[src/cachePkg.sv]
// Shared widths and types for the two-way set-associative data cache
// Address layout is fixed here so the address union has a known shape
package cachePkg;

    // Geometry of the cache and its buses
    localparam int addrBits = 32;
    localparam int wordBits = 64;
    localparam int wordsPerLine = 8;
    localparam int byteOffsetBits = 3;
    localparam int wordSelBits = 3;
    localparam int indexBits = 4;
    localparam int tagBits = addrBits - indexBits - wordSelBits - byteOffsetBits;

    typedef logic [addrBits-1:0] addrT;
    typedef logic [wordBits-1:0] wordT;
    // Word 0 sits at the low end of the line
    typedef logic [wordsPerLine*wordBits-1:0] lineT;
    typedef logic [tagBits-1:0] tagT;
    typedef logic [indexBits-1:0] indexT;
    typedef logic [wordSelBits-1:0] wordSelT;
    typedef logic wayT;

    // Address split, high bits first
    typedef struct packed {
        tagT tag;
        indexT index;
        wordSelT wordSel;
        logic [byteOffsetBits-1:0] byteOffset;
    } cacheAddrFieldsT;

    // Same 32 bits seen as a raw byte address or as cache fields
    typedef union packed {
        addrT raw;
        cacheAddrFieldsT fields;
    } cacheAddrU;

endpackage

[src/cacheIfs.sv]
// Internal links of the data cache
// coreIf carries the accepted request and the response word
// fillIf carries a line fill request and the assembled line

interface coreIf;

    // Request side, from the core port
    logic reqValid;
    cachePkg::cacheAddrU reqAddr;

    // Response side, from the controller
    logic respValid;
    cachePkg::wordT respWord;

    modport port (
        output reqValid,
        output reqAddr,
        input respValid,
        input respWord
    );

    modport ctrl (
        input reqValid,
        input reqAddr,
        output respValid,
        output respWord
    );

endinterface

interface fillIf;

    // Start strobe and the missing address
    logic fillStart;
    cachePkg::cacheAddrU fillAddr;

    // Completion strobe, line valid with it
    logic fillDone;
    cachePkg::lineT fillLine;

    modport ctrl (
        output fillStart,
        output fillAddr,
        input fillDone,
        input fillLine
    );

    modport fetch (
        input fillStart,
        input fillAddr,
        output fillDone,
        output fillLine
    );

endinterface

[src/cacheController.sv]
// Lookup and fill sequencing of the two-way cache
// Keeps the valid bits and the LRU way of every set

module cacheController (
    input logic rwArbiterCacheBus,
    input logic reset,
    coreIf.ctrl core,
    fillIf.ctrl fill,
    output logic tagRead,
    input logic tagReady,
    input cachePkg::tagT readTag0,
    input cachePkg::tagT readTag1,
    output logic tagWrite,
    output cachePkg::wayT writeWay,
    output cachePkg::tagT writeTag,
    output cachePkg::indexT index,
    output logic lineWrite,
    output cachePkg::lineT writeLine,
    output cachePkg::wayT hitWay,
    output cachePkg::wordSelT wordSel,
    input cachePkg::wordT readWord
);

    typedef enum logic [1:0] {
        stIdle,
        stLookup,
        stFill,
        stRespond
    } ctrlStateT;

    ctrlStateT state;
    cachePkg::cacheAddrU reqAddr;

    // Valid bit per way and set, LRU way per set
    logic [1:0][(1 << cachePkg::indexBits)-1:0] validBits;
    logic [(1 << cachePkg::indexBits)-1:0] lruWay;

    // Way being served, hit way or fill victim
    cachePkg::wayT wayReg;
    logic anyValid;
    logic hit0;
    logic hit1;
    logic fillEnd;

    assign reqAddr = core.reqAddr;
    assign index = reqAddr.fields.index;
    assign wordSel = reqAddr.fields.wordSel;
    assign fill.fillAddr = reqAddr;

    assign anyValid = validBits[0][index] || validBits[1][index];
    // Tag compare only counts on a valid way
    assign hit0 = validBits[0][index] && (readTag0 == reqAddr.fields.tag);
    assign hit1 = validBits[1][index] && (readTag1 == reqAddr.fields.tag);
    assign hitWay = hit1;

    // Skip the tag read when the set is empty
    assign tagRead = (state == stIdle) && core.reqValid && anyValid;

    // Line and tag go in on the same cycle
    assign fillEnd = (state == stFill) && fill.fillDone;
    assign lineWrite = fillEnd;
    assign tagWrite = fillEnd;
    assign writeWay = wayReg;
    assign writeTag = reqAddr.fields.tag;
    assign writeLine = fill.fillLine;

    assign core.respValid = (state == stRespond);

    always_ff @(posedge rwArbiterCacheBus) begin
        if (reset) begin
            state <= stIdle;
            validBits <= '0;
            // Way 0 is the first victim everywhere
            lruWay <= '0;
            fill.fillStart <= 1'b0;
        end else begin
            fill.fillStart <= 1'b0;
            case (state)
                stIdle: begin
                    if (core.reqValid) begin
                        if (anyValid) begin
                            state <= stLookup;
                        end else begin
                            wayReg <= lruWay[index];
                            fill.fillStart <= 1'b1;
                            state <= stFill;
                        end
                    end
                end
                stLookup: begin
                    if (tagReady) begin
                        if (hit0 || hit1) begin
                            wayReg <= hitWay;
                            core.respWord <= readWord;
                            state <= stRespond;
                        end else begin
                            // Miss, replace the LRU way
                            wayReg <= lruWay[index];
                            fill.fillStart <= 1'b1;
                            state <= stFill;
                        end
                    end
                end
                stFill: begin
                    if (fill.fillDone) begin
                        validBits[wayReg][index] <= 1'b1;
                        core.respWord <= fill.fillLine[wordSel*cachePkg::wordBits +:
                            cachePkg::wordBits];
                        state <= stRespond;
                    end
                end
                stRespond: begin
                    // Served way becomes most recently used
                    lruWay[index] <= ~wayReg;
                    state <= stIdle;
                end
                default: state <= stIdle;
            endcase
        end
    end

endmodule

[src/flat_wrapper.sv]
// flat-port wrapper written by rule: the top's interface ports become plain ports
module cacheController_flat 
  (rwArbiterCacheBus, reset, tagRead, tagReady, readTag0, readTag1, tagWrite, writeWay, writeTag, index, lineWrite, writeLine, hitWay, wordSel, readWord, core_reqValid, core_reqAddr, core_respValid, core_respWord, fill_fillStart, fill_fillAddr, fill_fillDone, fill_fillLine);
  coreIf core_i ();
  fillIf fill_i ();
  input logic rwArbiterCacheBus;
  input logic reset;
  output logic tagRead;
  input logic tagReady;
  input cachePkg::tagT readTag0;
  input cachePkg::tagT readTag1;
  output logic tagWrite;
  output cachePkg::wayT writeWay;
  output cachePkg::tagT writeTag;
  output cachePkg::indexT index;
  output logic lineWrite;
  output cachePkg::lineT writeLine;
  output cachePkg::wayT hitWay;
  output cachePkg::wordSelT wordSel;
  input cachePkg::wordT readWord;
  input wire logic [$bits(core_i.reqValid)-1:0] core_reqValid;
  input wire logic [$bits(core_i.reqAddr)-1:0] core_reqAddr;
  output wire logic [$bits(core_i.respValid)-1:0] core_respValid;
  output wire logic [$bits(core_i.respWord)-1:0] core_respWord;
  output wire logic [$bits(fill_i.fillStart)-1:0] fill_fillStart;
  output wire logic [$bits(fill_i.fillAddr)-1:0] fill_fillAddr;
  input wire logic [$bits(fill_i.fillDone)-1:0] fill_fillDone;
  input wire logic [$bits(fill_i.fillLine)-1:0] fill_fillLine;
  assign core_i.reqValid = core_reqValid;
  assign core_i.reqAddr = core_reqAddr;
  assign core_respValid = core_i.respValid;
  assign core_respWord = core_i.respWord;
  assign fill_fillStart = fill_i.fillStart;
  assign fill_fillAddr = fill_i.fillAddr;
  assign fill_i.fillDone = fill_fillDone;
  assign fill_i.fillLine = fill_fillLine;
  cacheController u_core (.rwArbiterCacheBus(rwArbiterCacheBus), .reset(reset), .core(core_i), .fill(fill_i), .tagRead(tagRead), .tagReady(tagReady), .readTag0(readTag0), .readTag1(readTag1), .tagWrite(tagWrite), .writeWay(writeWay), .writeTag(writeTag), .index(index), .lineWrite(lineWrite), .writeLine(writeLine), .hitWay(hitWay), .wordSel(wordSel), .readWord(readWord));
endmodule
[config.mk]
export PLATFORM = sky130hd
export DESIGN_NAME = cacheController_flat
export DESIGN_NICKNAME = d
export VERILOG_FILES = /design/src/cachePkg.sv /design/src/cacheIfs.sv /design/src/cacheController.sv /design/src/flat_wrapper.sv
export SDC_FILE = /design/constraint.sdc
export NUM_CORES = 1
export LEC_CHECK = 0
export ABC_AREA = 1
export BUFFER_PORTS_ARGS = -buffer_cell sky130_fd_sc_hd__buf_2
export CELL_PAD_IN_SITES_DETAIL_PLACEMENT = 1
export CELL_PAD_IN_SITES_GLOBAL_PLACEMENT = 1
export CORE_AREA = 4 4 501 503
export CTS_CLUSTER_DIAMETER = 40
export DETAILED_ROUTE_END_ITERATION = 12
export DIE_AREA = 0 0 505 507
export PLACE_DENSITY_LB_ADDON = 0.2
export RECOVER_POWER = 25
export SLEW_MARGIN = 20
export SYNTH_ARGS = -nofsm -noshare
export SYNTH_HDL_FRONTEND = slang
export SYNTH_SLANG_ARGS = --single-unit
[constraint.sdc]
create_clock -name rwArbiterCacheBus -period 3.45 [get_ports rwArbiterCacheBus]
set_input_delay 0.345 -clock rwArbiterCacheBus [delete_from_list [all_inputs] [get_ports rwArbiterCacheBus]]
set_output_delay 0.345 -clock rwArbiterCacheBus [all_outputs]
set_load 0.02 [all_outputs]
==> out/summary.json, run 1 <==
{
  "outcome": {"value": "completed"},
  "signal_arrival_time_at_the_worst_endpoint": {"value": 2.06, "unit": "ns"},
  "height_of_the_die": {"value": 507, "unit": "um"},
  "area_delta_synth_final": {"value": 46.0, "unit": "%"},
  "fin_crit_sh": {"value": 69.6, "unit": "%"},
  "core": {"value": 246000, "unit": "um^2"},
  "period_needed": {"value": 2.40, "unit": "ns"},
  "setup-tns-final": {"value": 0, "unit": "ns"},
  "timing.fmax": {"value": 416, "unit": "MHz"},
  "clock_power_share": {"value": 23.9, "unit": "%"},
  "timing.reg2reg.worst_path_depth": {"value": 8},
  "hold_path_startpoint": {"value": "readWord[12]"},
  "seq_power_share": {"value": 21.6, "unit": "%"},
  "whs_path_depth": {"value": 3},
  "finClkSkew": {"value": 0.0287, "unit": "ns"},
  "cp_data_required_time": {"value": 3.11, "unit": "ns"},
  "switching_power_as_a_share_of_total_power": {"value": 54.0, "unit": "%"},
  "final_layout_size_suffix_gt1_share": {"value": 42.1, "unit": "%"},
  "worst_vdd_rail_ir_drop": {"value": 0.000456, "unit": "V"},
  "holdPathEnd": {"value": "u_core.core.respWord[12]$_DFFE_PP_"},
  "worst_setup_hold_path_clk_slew": {"value": 0.09, "unit": "ns"},
  "tightest_slew": {"value": 0.897, "unit": "ns"},
  "wirelength": {"value": 208000, "unit": "um"},
  "power_density": {"value": 404, "unit": "nW/um^2"},
  "synth_seq_cells": {"value": 116},
  "postPlaceCellArea": {"value": 21000, "unit": "um^2"},
  "final_util": {"value": 8.83, "unit": "%"},
  "fill_cells": {"value": 29931},
  "clk_latency": {"value": 0.56, "unit": "ns"},
  "gpl.final_weighted_congestion": {"value": 0.961},
  "timing.reg2reg.setup_slack": {"value": 1.14, "unit": "ns"},
  "post_synth.cell_area_avg": {"value": 6.93, "unit": "um^2"},
  "setup_viol": {"value": 0},
  "drv.max_cap_violation_count": {"value": 0},
  "routed-via-count": {"value": 18137},
  "cts_tree": {"value": "done"},
  "timing.critical_path.to_type": {"value": "primary output"},
  "fp-row-count": {"value": 182},
  "cts_max_path_bufs": {"value": 2},
  "worst_slew_margin_rel": {"value": 40.2, "unit": "%"},
  "largest_net_degree_at_the_start_of_global_routing": {"value": 57},
  "dominantRegCellSynth": {"value": "sky130_fd_sc_hd__edfxtp_1"},
  "synth.yosys.seq_area_share": {"value": 20.0, "unit": "%"},
  "finalNetCount": {"value": 3502},
  "dp.final_hpwl": {"value": 190000, "unit": "um"},
  "crit_path_start_kind": {"value": "flip-flop"},
  "final_cell_area": {"value": 21700, "unit": "um^2"},
  "leakage": {"value": 9.78, "unit": "nW"},
  "yosysUniqueCellTypes": {"value": 35},
  "mostFrequentLayoutCells": {"value": "sky130_fd_sc_hd__buf_2 (1088), sky130_fd_sc_hd__nand2_1 (316), sky130_fd_sc_hd__inv_1 (228), sky130_fd_sc_hd__clkbuf_1 (203), sky130_fd_sc_hd__a21oi_1 (178)"},
  "grt_pass1_wl": {"value": 250000, "unit": "um"},
  "ant_nets": {"value": 0},
  "fin_total_pwr": {"value": 8.77, "unit": "mW"},
  "port-buffer-count": {"value": 1294},
  "switching_power": {"value": 4.73, "unit": "mW"},
  "clockRootBuffer": {"value": "sky130_fd_sc_hd__clkbuf_16"},
  "drc": {"value": 0},
  "cts-buffers-inserted": {"value": 17},
  "place.detailed.instances": {"value": 6013},
  "edff_count_synth": {"value": 65},
  "area.sequential": {"value": 2970, "unit": "um^2"},
  "syn-cell-area": {"value": 14900, "unit": "um^2"},
  "fp.dieW": {"value": 505, "unit": "um"},
  "timing.final.hold_violations": {"value": 0},
  "clkSinkCount": {"value": 116},
  "nets_in_the_synthesized_netlist": {"value": 2805},
  "timing.rr.end": {"value": "u_core.core.respWord[41]$_DFFE_PP_"},
  "grt_remaining_overflow": {"value": 0},
  "grt_antenna_before_repair": {"value": 100},
  "route.detailed.vias_per_inst": {"value": 2.98},
  "grt_usage": {"value": 15.6, "unit": "%"},
  "multi_input_logic_area": {"value": 6200, "unit": "um^2"},
  "die_area": {"value": 256000, "unit": "um^2"},
  "leading_cell_type_in_the_layout_fill_and_taps_excluded": {"value": "sky130_fd_sc_hd__buf_2"},
  "top_level_ports": {"value": 1301},
  "internal_power": {"value": 4.04, "unit": "mW"},
  "rsz0062_at_grt": {"value": "false"},
  "r2r_start": {"value": "u_core.state[0]$_SDFFE_PP0P_"},
  "start_util": {"value": 6.05, "unit": "%"},
  "number_of_global_route_vias_before_repair": {"value": 18733},
  "mapped_cells": {"value": 2144},
  "cts_max_level": {"value": 4},
  "detailedRoute.firstIterationViolations": {"value": 1087},
  "asyncSetResetFlopFracSynth": {"value": 0, "unit": "%"},
  "wire_per_inst": {"value": 34.1, "unit": "um"},
  "comb_power_share": {"value": 54.5, "unit": "%"},
  "max_slew_violation_total_from_the_final_report": {"value": 0},
  "ys.warnings.count": {"value": 0},
  "dr.pass1.iters": {"value": 5},
  "worstSetupPathType": {"value": "reg2out"},
  "worst-path-max-fanout": {"value": 18},
  "worstHoldPathType": {"value": "in2reg"},
  "finish.cell_count_without_fillers": {"value": 6092}
}
## sequential cells by signal (all words and copies together) (netlist names)
signal and flops:
u_core.core.respWord 64, u_core.fill.fillStart 1, u_core.lruWay 16, u_core.state 2, u_core.validBits 32, u_core.writeWay 1
## Yosys cell counts, drive strengths merged, types with 4 or more instances
| library cell | count | area, um^2 |
|---|---|---|
| a21oi | 179 | 900 |
| edfxtp | 65 | 1950 |
| inv | 234 | 878 |
| dfxtp | 51 | 1020 |
| mux2i | 128 | 1280 |
| nand3 | 46 | 230 |
| clkbuf | 71 | 267 |
| o22ai | 6 | 37.5 |
| xnor2 | 12 | 105 |
| nand4 | 6 | 37.5 |
| o211ai | 129 | 973 |
| o21ai | 184 | 925 |
| ha | 4 | 50.1 |
| nand2 | 325 | 1250 |
| nor2 | 77 | 327 |
| or2 | 6 | 37.5 |
| buf | 616 | 4560 |
## cell type report
class / instances / share of cell area, %
well taps: 3220 / 18.6
clock buffers: 20 / 2.20
diodes: 18 / 0.208
inverters: 235 / 4.16
flip-flops and latches: 116 / 13.7
repair buffers: 1365 / 32.1
multi-input cells: 1106 / 28.6
clock inverters: 12 / 0.490
## power groups by stage
| stage | Clock, mW | Sequential (mW) | Combinational, mW |
|---|---|---|---|
| after global routing | 2.27 | 1.92 | 5.17 |
| after CTS | 2.28 | 1.90 | 5.03 |
| after detailed placement | 0 | 1.93 | 4.99 |
| final | 2.09 | 1.90 | 4.78 |
| after global placement | 0 | 1.93 | 4.99 |
| after floorplan | 0 | 2.19 | 2.17 |
## worst max-delay path by stage
stage                                       startpoint                                  to  cells past startpoint
after floorplan                        core_reqAddr[7]   u_core.core.respWord[0]$_DFFE_PP_                     14
after global placement                 core_reqAddr[6]  u_core.core.respWord[41]$_DFFE_PP_                     14
after detailed placement               core_reqAddr[6]  u_core.core.respWord[41]$_DFFE_PP_                     14
after CTS                 u_core.state[1]$_SDFFE_PP0P_                      core_respValid                      2
after global routing      u_core.state[1]$_SDFFE_PP0P_                      core_respValid                      2
final                     u_core.state[1]$_SDFFE_PP0P_                      core_respValid                      2
## critical path, cell delays in order (launching register included)
cell and delay [ns]:
sky130_fd_sc_hd__dfxtp_1 0.41, sky130_fd_sc_hd__ha_1 0.77, sky130_fd_sc_hd__buf_2 0.31
## cell families (layout without fill, tap and decap cells)
family	count (synthesis)	in the layout	share of synthesized area (%)
AOI/OAI and AO/OA	501	501	19.2
xor gates and xnor gates	12	12	0.707
adders and majority gates	4	4	0.337
buffers and inverters	922	1632	38.4
DFF	116	116	20.0
muxes	128	128	8.62
other	0	18	0
and+or+nand+nor	461	461	12.7
## timing repair
action | in CTS | in global routing
hold buffers | 29 | 0
hold endpoints to repair | 29 | 0
setup buffers | 0 | 0
resized for setup | 0 | 0
## layer usage
metal,wire length [um],track usage [%],up-vias
li1,-,-,7867
met1,79800,17.2,8956
met2,97900,26.3,1065
met3,26000,8.94,201
met4,3980,2.64,48
met5,316,0,-
## stage by stage
stage | hold WS, ns | setup WS [ns]
CTS | 0.00146 | 0.878
floorplan | 0.429 | 0.479
global placement | 0.444 | 0.587
finish | 0.0886 | 1.05
global route | 0.0338 | 0.858
detailed placement | 0.449 | 0.645
Note: power is estimated with default switching activity, not from simulation.
==> run 2, diff against run 1 <==
Clock period 3.45 ns to 2.4 ns, I/O delays scaled along.
==> out/summary.json, run 2 (synthesis gave the netlist of run 1 again) <==
{
  "outcome": {"value": "completed"},
  "port-buffer-count": {"value": 1294, "change": "unchanged"},
  "fill_cells": {"value": 29970, "change": "+0.13%"},
  "worst_setup_hold_path_clk_slew": {"value": 0.08, "unit": "ns", "change": "about the same"},
  "finalNetCount": {"value": 3596, "change": "+2.7%"},
  "fin_crit_sh": {"value": 92.8, "unit": "%"},
  "finish.cell_count_without_fillers": {"value": 6203, "change": "+1.8%"},
  "height_of_the_die": {"value": 507, "unit": "um", "change": "unchanged"},
  "final_layout_size_suffix_gt1_share": {"value": 43.1, "unit": "%", "change": "+1.1 points"},
  "cts_max_path_bufs": {"value": 2, "change": "unchanged"},
  "cp_data_required_time": {"value": 2.74, "unit": "ns", "change": "-0.37 ns"},
  "leading_cell_type_in_the_layout_fill_and_taps_excluded": {"value": "sky130_fd_sc_hd__buf_2"},
  "worst_vdd_rail_ir_drop": {"value": 0.000352, "unit": "V", "change": "-23%"},
  "tightest_slew": {"value": 0.857, "unit": "ns", "change": "-0.0400 ns"},
  "max_stage_delay": {"value": 0.44, "unit": "ns", "change": "-0.33 ns"},
  "worstSetupPathType": {"value": "reg2reg"},
  "worst-path-max-fanout": {"value": 27, "change": "+9"},
  "signal_arrival_time_at_the_worst_endpoint": {"value": 2.56, "unit": "ns", "change": "+0.50 ns"},
  "largest_net_degree_at_the_start_of_global_routing": {"value": 54, "change": "-5.3%"},
  "start_util": {"value": 6.05, "unit": "%", "change": "unchanged"},
  "cts_max_level": {"value": 4, "change": "unchanged"},
  "area_delta_synth_final": {"value": 52.6, "unit": "%"},
  "gpl.final_weighted_congestion": {"value": 0.915, "change": "-4.8%"},
  "ant_nets": {"value": 0, "change": "unchanged"},
  "finalHoldWorstSlack": {"value": 0.0761, "unit": "ns", "change": "-0.0125 ns"},
  "cts_tree": {"value": "done"},
  "drc": {"value": 0, "change": "unchanged"},
  "routed-via-count": {"value": 18733, "change": "+3.3%"},
  "largest_register_ffs": {"value": 64, "change": "unchanged"},
  "clockRootBuffer": {"value": "sky130_fd_sc_hd__clkbuf_16"},
  "crit_path_start_kind": {"value": "flip-flop"},
  "register_containing_the_most_flip_flops_in_the_final_layout": {"value": "u_core.core.respWord"},
  "timing.fmax": {"value": 449, "unit": "MHz"},
  "rsz0062_at_grt": {"value": "false"},
  "postPlaceCellArea": {"value": 21700, "unit": "um^2", "change": "+2.9%"},
  "critical-path-slowest-cell": {"value": "sky130_fd_sc_hd__buf_4"},
  "power_density": {"value": 574, "unit": "nW/um^2", "change": "+42%"},
  "period_needed": {"value": 2.23, "unit": "ns"},
  "worstHoldPathType": {"value": "in2reg"},
  "grt_remaining_overflow": {"value": 0, "change": "unchanged"},
  "dp.final_hpwl": {"value": 200000, "unit": "um", "change": "+5.2%"},
  "grt_usage": {"value": 16.3, "unit": "%", "change": "+0.68 points"},
  "number_of_global_route_vias_before_repair": {"value": 18942, "change": "+1.1%"},
  "leakage": {"value": 10.3, "unit": "nW", "change": "+5.2%"},
  "detailedRoute.firstIterationViolations": {"value": 1053, "change": "-3.1%"},
  "route.detailed.vias_per_inst": {"value": 3.02, "change": "+1.4%"},
  "die_area": {"value": 256000, "unit": "um^2", "change": "unchanged"},
  "dr.pass1.iters": {"value": 5, "change": "unchanged"},
  "clkSinkCount": {"value": 116, "change": "unchanged"},
  "finClkSkew": {"value": 0.0451, "unit": "ns", "change": "+0.0165 ns"},
  "mostFrequentLayoutCells": {"value": "sky130_fd_sc_hd__buf_2 (1088), sky130_fd_sc_hd__nand2_1 (314), sky130_fd_sc_hd__inv_1 (228), sky130_fd_sc_hd__clkbuf_1 (203), sky130_fd_sc_hd__a21oi_1 (178)"},
  "grt_pass1_wl": {"value": 260000, "unit": "um", "change": "+3.8%"},
  "drv.max_cap_violation_count": {"value": 0, "change": "unchanged"},
  "top_level_ports": {"value": 1301, "change": "unchanged"},
  "setup_viol": {"value": 0, "change": "unchanged"},
  "critPathMostFrequentCell": {"value": "sky130_fd_sc_hd__buf_4"},
  "place.detailed.instances": {"value": 6079, "change": "+1.1%"},
  "final_cell_area": {"value": 22700, "unit": "um^2", "change": "+4.6%"},
  "timing.critical_path.to_type": {"value": "flip-flop"},
  "fp-row-count": {"value": 182, "change": "unchanged"},
  "wire_per_inst": {"value": 35.1, "unit": "um", "change": "+2.7%"},
  "fp.dieW": {"value": 505, "unit": "um", "change": "unchanged"},
  "setup-tns-final": {"value": 0, "unit": "ns", "change": "unchanged"},
  "clk_latency": {"value": 0.57, "unit": "ns", "change": "about the same"},
  "wirelength": {"value": 217000, "unit": "um", "change": "+4.6%"},
  "grt_antenna_before_repair": {"value": 172, "change": "+72%"},
  "crit_path_cell_trace": {"value": "inv_1 -> ha_4 -> buf_4 -> buf_4 -> buf_4 -> o211ai_1 -> nand2_1"},
  "core": {"value": 246000, "unit": "um^2", "change": "unchanged"},
  "timing.final.hold_violations": {"value": 0, "change": "unchanged"},
  "largest_registers": {"value": "u_core.core.respWord (64), u_core.validBits (32), u_core.lruWay (16)"},
  "cts-buffers-inserted": {"value": 17, "change": "unchanged"},
  "worst_slew_margin_rel": {"value": 42.3, "unit": "%", "change": "+2.1 points"},
  "max_slew_violation_total_from_the_final_report": {"value": 0, "change": "unchanged"}
}
[run 2: repair_timing]
action	in CTS	in global routing
buffers inserted	2	0
pin swaps	0	1
cloned	1	0
setup endpoints to repair	2	1
gates resized for setup	2	0
hold buffers	54	0
endpoints found under the hold margin	53	0
[run 2: worst max-delay path: cells and delay by family (launching register included)]
kind,cells,cell delay [ns]
AOI/OAI and AO/OA,1,0.19
adders and majority gates,1,0.19
buffers and inverters,4,0.95
DFF,1,0.35
and+or+nand+nor,1,0.26
[run 2: final timing paths]
kind / cells past startpoint / slack, ns / startpoint / end
setup reg to reg: 7 / 0.17 / u_core.state[0]$_SDFFE_PP0P_ / u_core.core.respWord[8]$_DFFE_PP_
setup / recovery: 7 / 0.17 / u_core.state[0]$_SDFFE_PP0P_ / u_core.core.respWord[8]$_DFFE_PP_
hold / removal: 3 / 0.08 / readWord[33] / u_core.core.respWord[33]$_DFFE_PP_
hold reg to reg: 2 / 0.46 / u_core.lruWay[1]$_SDFFE_PP0P_ / u_core.lruWay[1]$_SDFFE_PP0P_
[run 2: area by class of cell]
cell class | count | area, um^2 | share of cell area (%)
Multi-Input combinational cell | 1106 | 6210 | 27.4
Clock buffer | 18 | 450 | 1.98
Tap cell | 3220 | 4030 | 17.8
Antenna cell | 35 | 87.6 | 0.386
Sequential cell | 116 | 2970 | 13.1
Clock inverter | 14 | 155 | 0.684
Timing Repair Buffer | 1459 | 7890 | 34.8
Inverter | 235 | 901 | 3.97
[run 2: stage by stage]
stage	power, mW	worst slack (ns)	util, %
2_1_floorplan	6.27	-0.0934	-
3_3_place_gp	10.1	-0.0528	8.81
3_5_place_dp	10.1	-0.0390	8.81
4_1_cts	13.6	0.0366	9.29
5_1_grt	13.8	0.00434	9.20
6_report	13.0	0.173	9.23
[run 2: power breakdown]
| part | internal, mW | total [mW] | switching [mW] | leakage [nW] |
|---|---|---|---|---|
| registers | 2.62 | 2.75 | 0.124 | 1.01 |
| clock network | 1.54 | 3.04 | 1.50 | 0.297 |
| logic | 2.01 | 7.23 | 5.23 | 8.99 |
| total | 6.17 | 13.0 | 6.85 | 10.3 |
[run 2: routing by layer]
layer | global-route usage [%] | routed length [um]
met1 | 17.8 | 82700
met2 | 27.9 | 103000
met3 | 8.81 | 25300
met4 | 3.23 | 5790
met5 | 0 | 444
==> run 3, diff against run 2 <==
Settings changed: MAX_ROUTING_LAYER set to met4.
==> out/summary.json, run 3 (synthesis gave the netlist of run 1 again) <==
{
  "outcome": {"value": "completed"},
  "post-route-worst-setup-slack": {"value": 0.145, "unit": "ns", "change": "-0.0276 ns"},
  "whs_path_depth": {"value": 3, "change": "unchanged"},
  "setup_viol": {"value": 0, "change": "unchanged"},
  "worst_setup_hold_path_clk_slew": {"value": 0.08, "unit": "ns", "change": "about the same"},
  "leading_cell_type_in_the_layout_fill_and_taps_excluded": {"value": "sky130_fd_sc_hd__buf_2"},
  "grt_pass1_wl": {"value": 260000, "unit": "um", "change": "about the same"},
  "worstHoldPathType": {"value": "in2reg"},
  "cts-buffers-inserted": {"value": 17, "change": "unchanged"},
  "grt_remaining_overflow": {"value": 0, "change": "unchanged"},
  "hold_path_startpoint": {"value": "readWord[46]"},
  "fin_total_pwr": {"value": 13.0, "unit": "mW", "change": "-0.22%"},
  "drc": {"value": 0, "change": "unchanged"},
  "tightest_slew": {"value": 1.13, "unit": "ns", "change": "+0.275 ns"},
  "largest_register_ffs": {"value": 64, "change": "unchanged"},
  "worst_vdd_rail_ir_drop": {"value": 0.000351, "unit": "V", "change": "-0.34%"},
  "start_util": {"value": 6.05, "unit": "%", "change": "unchanged"},
  "fin_crit_sh": {"value": 94.0, "unit": "%", "change": "+1.1 points"},
  "finalHoldWorstSlack": {"value": 0.0585, "unit": "ns", "change": "-0.0176 ns"},
  "mostFrequentLayoutCells": {"value": "sky130_fd_sc_hd__buf_2 (1087), sky130_fd_sc_hd__nand2_1 (314), sky130_fd_sc_hd__inv_1 (228), sky130_fd_sc_hd__clkbuf_1 (204), sky130_fd_sc_hd__a21oi_1 (178)"},
  "dp.final_hpwl": {"value": 200000, "unit": "um", "change": "about the same"},
  "largest_net_degree_at_the_start_of_global_routing": {"value": 45, "change": "-17%"},
  "wire_per_inst": {"value": 35.0, "unit": "um", "change": "about the same"},
  "wirelength": {"value": 218000, "unit": "um", "change": "+0.20%"},
  "drv.max_cap_violation_count": {"value": 0, "change": "unchanged"},
  "port-buffer-count": {"value": 1294, "change": "unchanged"},
  "register_containing_the_most_flip_flops_in_the_final_layout": {"value": "u_core.core.respWord"},
  "finClkSkew": {"value": 0.0244, "unit": "ns", "change": "-0.0207 ns"},
  "clk_latency": {"value": 0.55, "unit": "ns", "change": "-0.02 ns"},
  "largest_registers": {"value": "u_core.core.respWord (64), u_core.validBits (32), u_core.lruWay (16)"},
  "area_delta_synth_final": {"value": 52.7, "unit": "%", "change": "about the same"},
  "top_level_ports": {"value": 1301, "change": "unchanged"},
  "final_util": {"value": 9.23, "unit": "%", "change": "about the same"},
  "core": {"value": 246000, "unit": "um^2", "change": "unchanged"},
  "gpl.final_weighted_congestion": {"value": 0.922, "change": "+0.82%"},
  "worst_slew_margin_rel": {"value": 23.7, "unit": "%", "change": "-19 points"},
  "power_density": {"value": 572, "unit": "nW/um^2", "change": "-0.26%"},
  "leakage": {"value": 10.3, "unit": "nW", "change": "-0.26%"},
  "ant_nets": {"value": 0, "change": "unchanged"},
  "crit_path_start_kind": {"value": "flip-flop"},
  "dp_worst_setup_slack": {"value": -0.125, "unit": "ns", "change": "-0.0862 ns"},
  "final_cell_area": {"value": 22700, "unit": "um^2", "change": "about the same"},
  "period_needed": {"value": 2.25, "unit": "ns", "change": "+0.0276 ns"},
  "cts_tree": {"value": "done"},
  "holdPathEnd": {"value": "u_core.core.respWord[46]$_DFFE_PP_"},
  "timing.reg2reg.setup_slack": {"value": 0.22, "unit": "ns", "change": "+0.05 ns"},
  "worstSetupPathType": {"value": "reg2out"},
  "grt_antenna_before_repair": {"value": 169, "change": "-1.7%"},
  "routed-via-count": {"value": 18524, "change": "-1.1%"},
  "clockRootBuffer": {"value": "sky130_fd_sc_hd__clkbuf_16"},
  "grt_usage": {"value": 16.8, "unit": "%", "change": "+0.53 points"},
  "timing.fmax": {"value": 443, "unit": "MHz", "change": "-1.2%"},
  "signal_arrival_time_at_the_worst_endpoint": {"value": 2.01, "unit": "ns", "change": "-0.55 ns"},
  "fp.dieW": {"value": 505, "unit": "um", "change": "unchanged"},
  "cts_max_level": {"value": 4, "change": "unchanged"},
  "timing.reg2reg.worst_path_depth": {"value": 9, "change": "+2"},
  "die_area": {"value": 256000, "unit": "um^2", "change": "unchanged"},
  "height_of_the_die": {"value": 507, "unit": "um", "change": "unchanged"},
  "timing.critical_path.to_type": {"value": "primary output"},
  "dr.pass1.iters": {"value": 5, "change": "unchanged"},
  "max_slew_violation_total_from_the_final_report": {"value": 0, "change": "unchanged"},
  "postPlaceCellArea": {"value": 21700, "unit": "um^2", "change": "about the same"},
  "worst-path-max-fanout": {"value": 3, "change": "-89%"},
  "fp-row-count": {"value": 182, "change": "unchanged"},
  "timing.rr.end": {"value": "u_core.core.respWord[0]$_DFFE_PP_"},
  "number_of_global_route_vias_before_repair": {"value": 18865, "change": "-0.41%"},
  "r2r_start": {"value": "u_core.state[0]$_SDFFE_PP0P_"},
  "clkSinkCount": {"value": 116, "change": "unchanged"},
  "rsz0062_at_grt": {"value": "false"},
  "timing.final.hold_violations": {"value": 0, "change": "unchanged"},
  "finalNetCount": {"value": 3589, "change": "-0.19%"},
  "detailedRoute.firstIterationViolations": {"value": 988, "change": "-6.2%"},
  "cp_data_required_time": {"value": 2.16, "unit": "ns", "change": "-0.58 ns"},
  "cts_max_path_bufs": {"value": 2, "change": "unchanged"},
  "final_layout_size_suffix_gt1_share": {"value": 43.2, "unit": "%", "change": "about the same"},
  "route.detailed.vias_per_inst": {"value": 2.98, "change": "-1.4%"}
}
## run 3: changes by cell type in the layout (fill, tap and decap cells not counted), sizes merged, moves of 2 or more
cell and change:
buf -3, dlygate4sd3 -5, diode +23, inv -2, clkinv +2
## run 3: cell type report
cell class	instances	area (um^2)
diodes	58	145
clock buffers	19	443
clock inverters	13	138
fillers	29964	223000
inverters	235	901
multi-input cells	1106	6210
flip-flops and latches	116	2970
well taps	3220	4030
repair buffers	1452	7860
## run 3: per-stage QoR
step                      TNS, ns  cells
after global routing            0   6203
after global placement      -7.73   6077
after detailed placement    -6.13   6077
after CTS                       0   6161
final                           0   6219
after floorplan             -5.98   2144
## run 3: report_power, final
group / leakage (nW) / total (mW) / internal, mW / switching, mW
clock network: 0.287 / 2.92 / 1.48 / 1.44
logic: 8.97 / 7.34 / 2.01 / 5.33
registers: 1.01 / 2.73 / 2.62 / 0.109
total: 10.3 / 13.0 / 6.11 / 6.88
## run 3: metal layers
layer  vias up  wire length, um  GRT usage [%]
met5         -                0              -
met4         0             6810           3.94
met3       290            24300           8.10
met2      1136           102000           27.6
met1      8976            84700           18.3
li1       8122                -              -
## run 3: worst max-delay path, stage by stage, from the launching register on
cell and delay [ns]:
sky130_fd_sc_hd__dfxtp_1 0.30, sky130_fd_sc_hd__inv_1 0.08, sky130_fd_sc_hd__nor2_1 0.06, sky130_fd_sc_hd__nor2_2 0.15, sky130_fd_sc_hd__nand2_1 0.06, sky130_fd_sc_hd__nand2_1 0.07, sky130_fd_sc_hd__nand2_2 0.06, sky130_fd_sc_hd__buf_4 0.14
sky130_fd_sc_hd__nor2_4 0.14, sky130_fd_sc_hd__nand2_2 0.08, sky130_fd_sc_hd__nand2_2 0.10, sky130_fd_sc_hd__nor2_1 0.05, sky130_fd_sc_hd__buf_4 0.17
## run 3: worst max path at each step
stage | end | startpoint | cells after the start
after global placement | u_core.core.respWord[6]$_DFFE_PP_ | core_reqAddr[6] | 15
after CTS | tagRead | u_core.validBits[27]$_SDFFE_PP0P_ | 12
after detailed placement | u_core.core.respWord[28]$_DFFE_PP_ | core_reqAddr[15] | 15
final | tagRead | u_core.validBits[27]$_SDFFE_PP0P_ | 12
after global routing | tagRead | u_core.validBits[27]$_SDFFE_PP0P_ | 12
after floorplan | u_core.core.respWord[0]$_DFFE_PP_ | core_reqAddr[7] | 14
## run 3: timing repair
| item | 4_1_cts | 5_1_grt |
|---|---|---|
| hold endpoints to repair | 48 | 0 |
| endpoints found under the setup margin | 3 | 1 |
| gates cloned | 2 | 0 |
| gates resized for setup | 3 | 3 |
| pin swaps | 0 | 0 |
| hold buffers | 49 | 0 |
| buffers inserted | 1 | 0 |
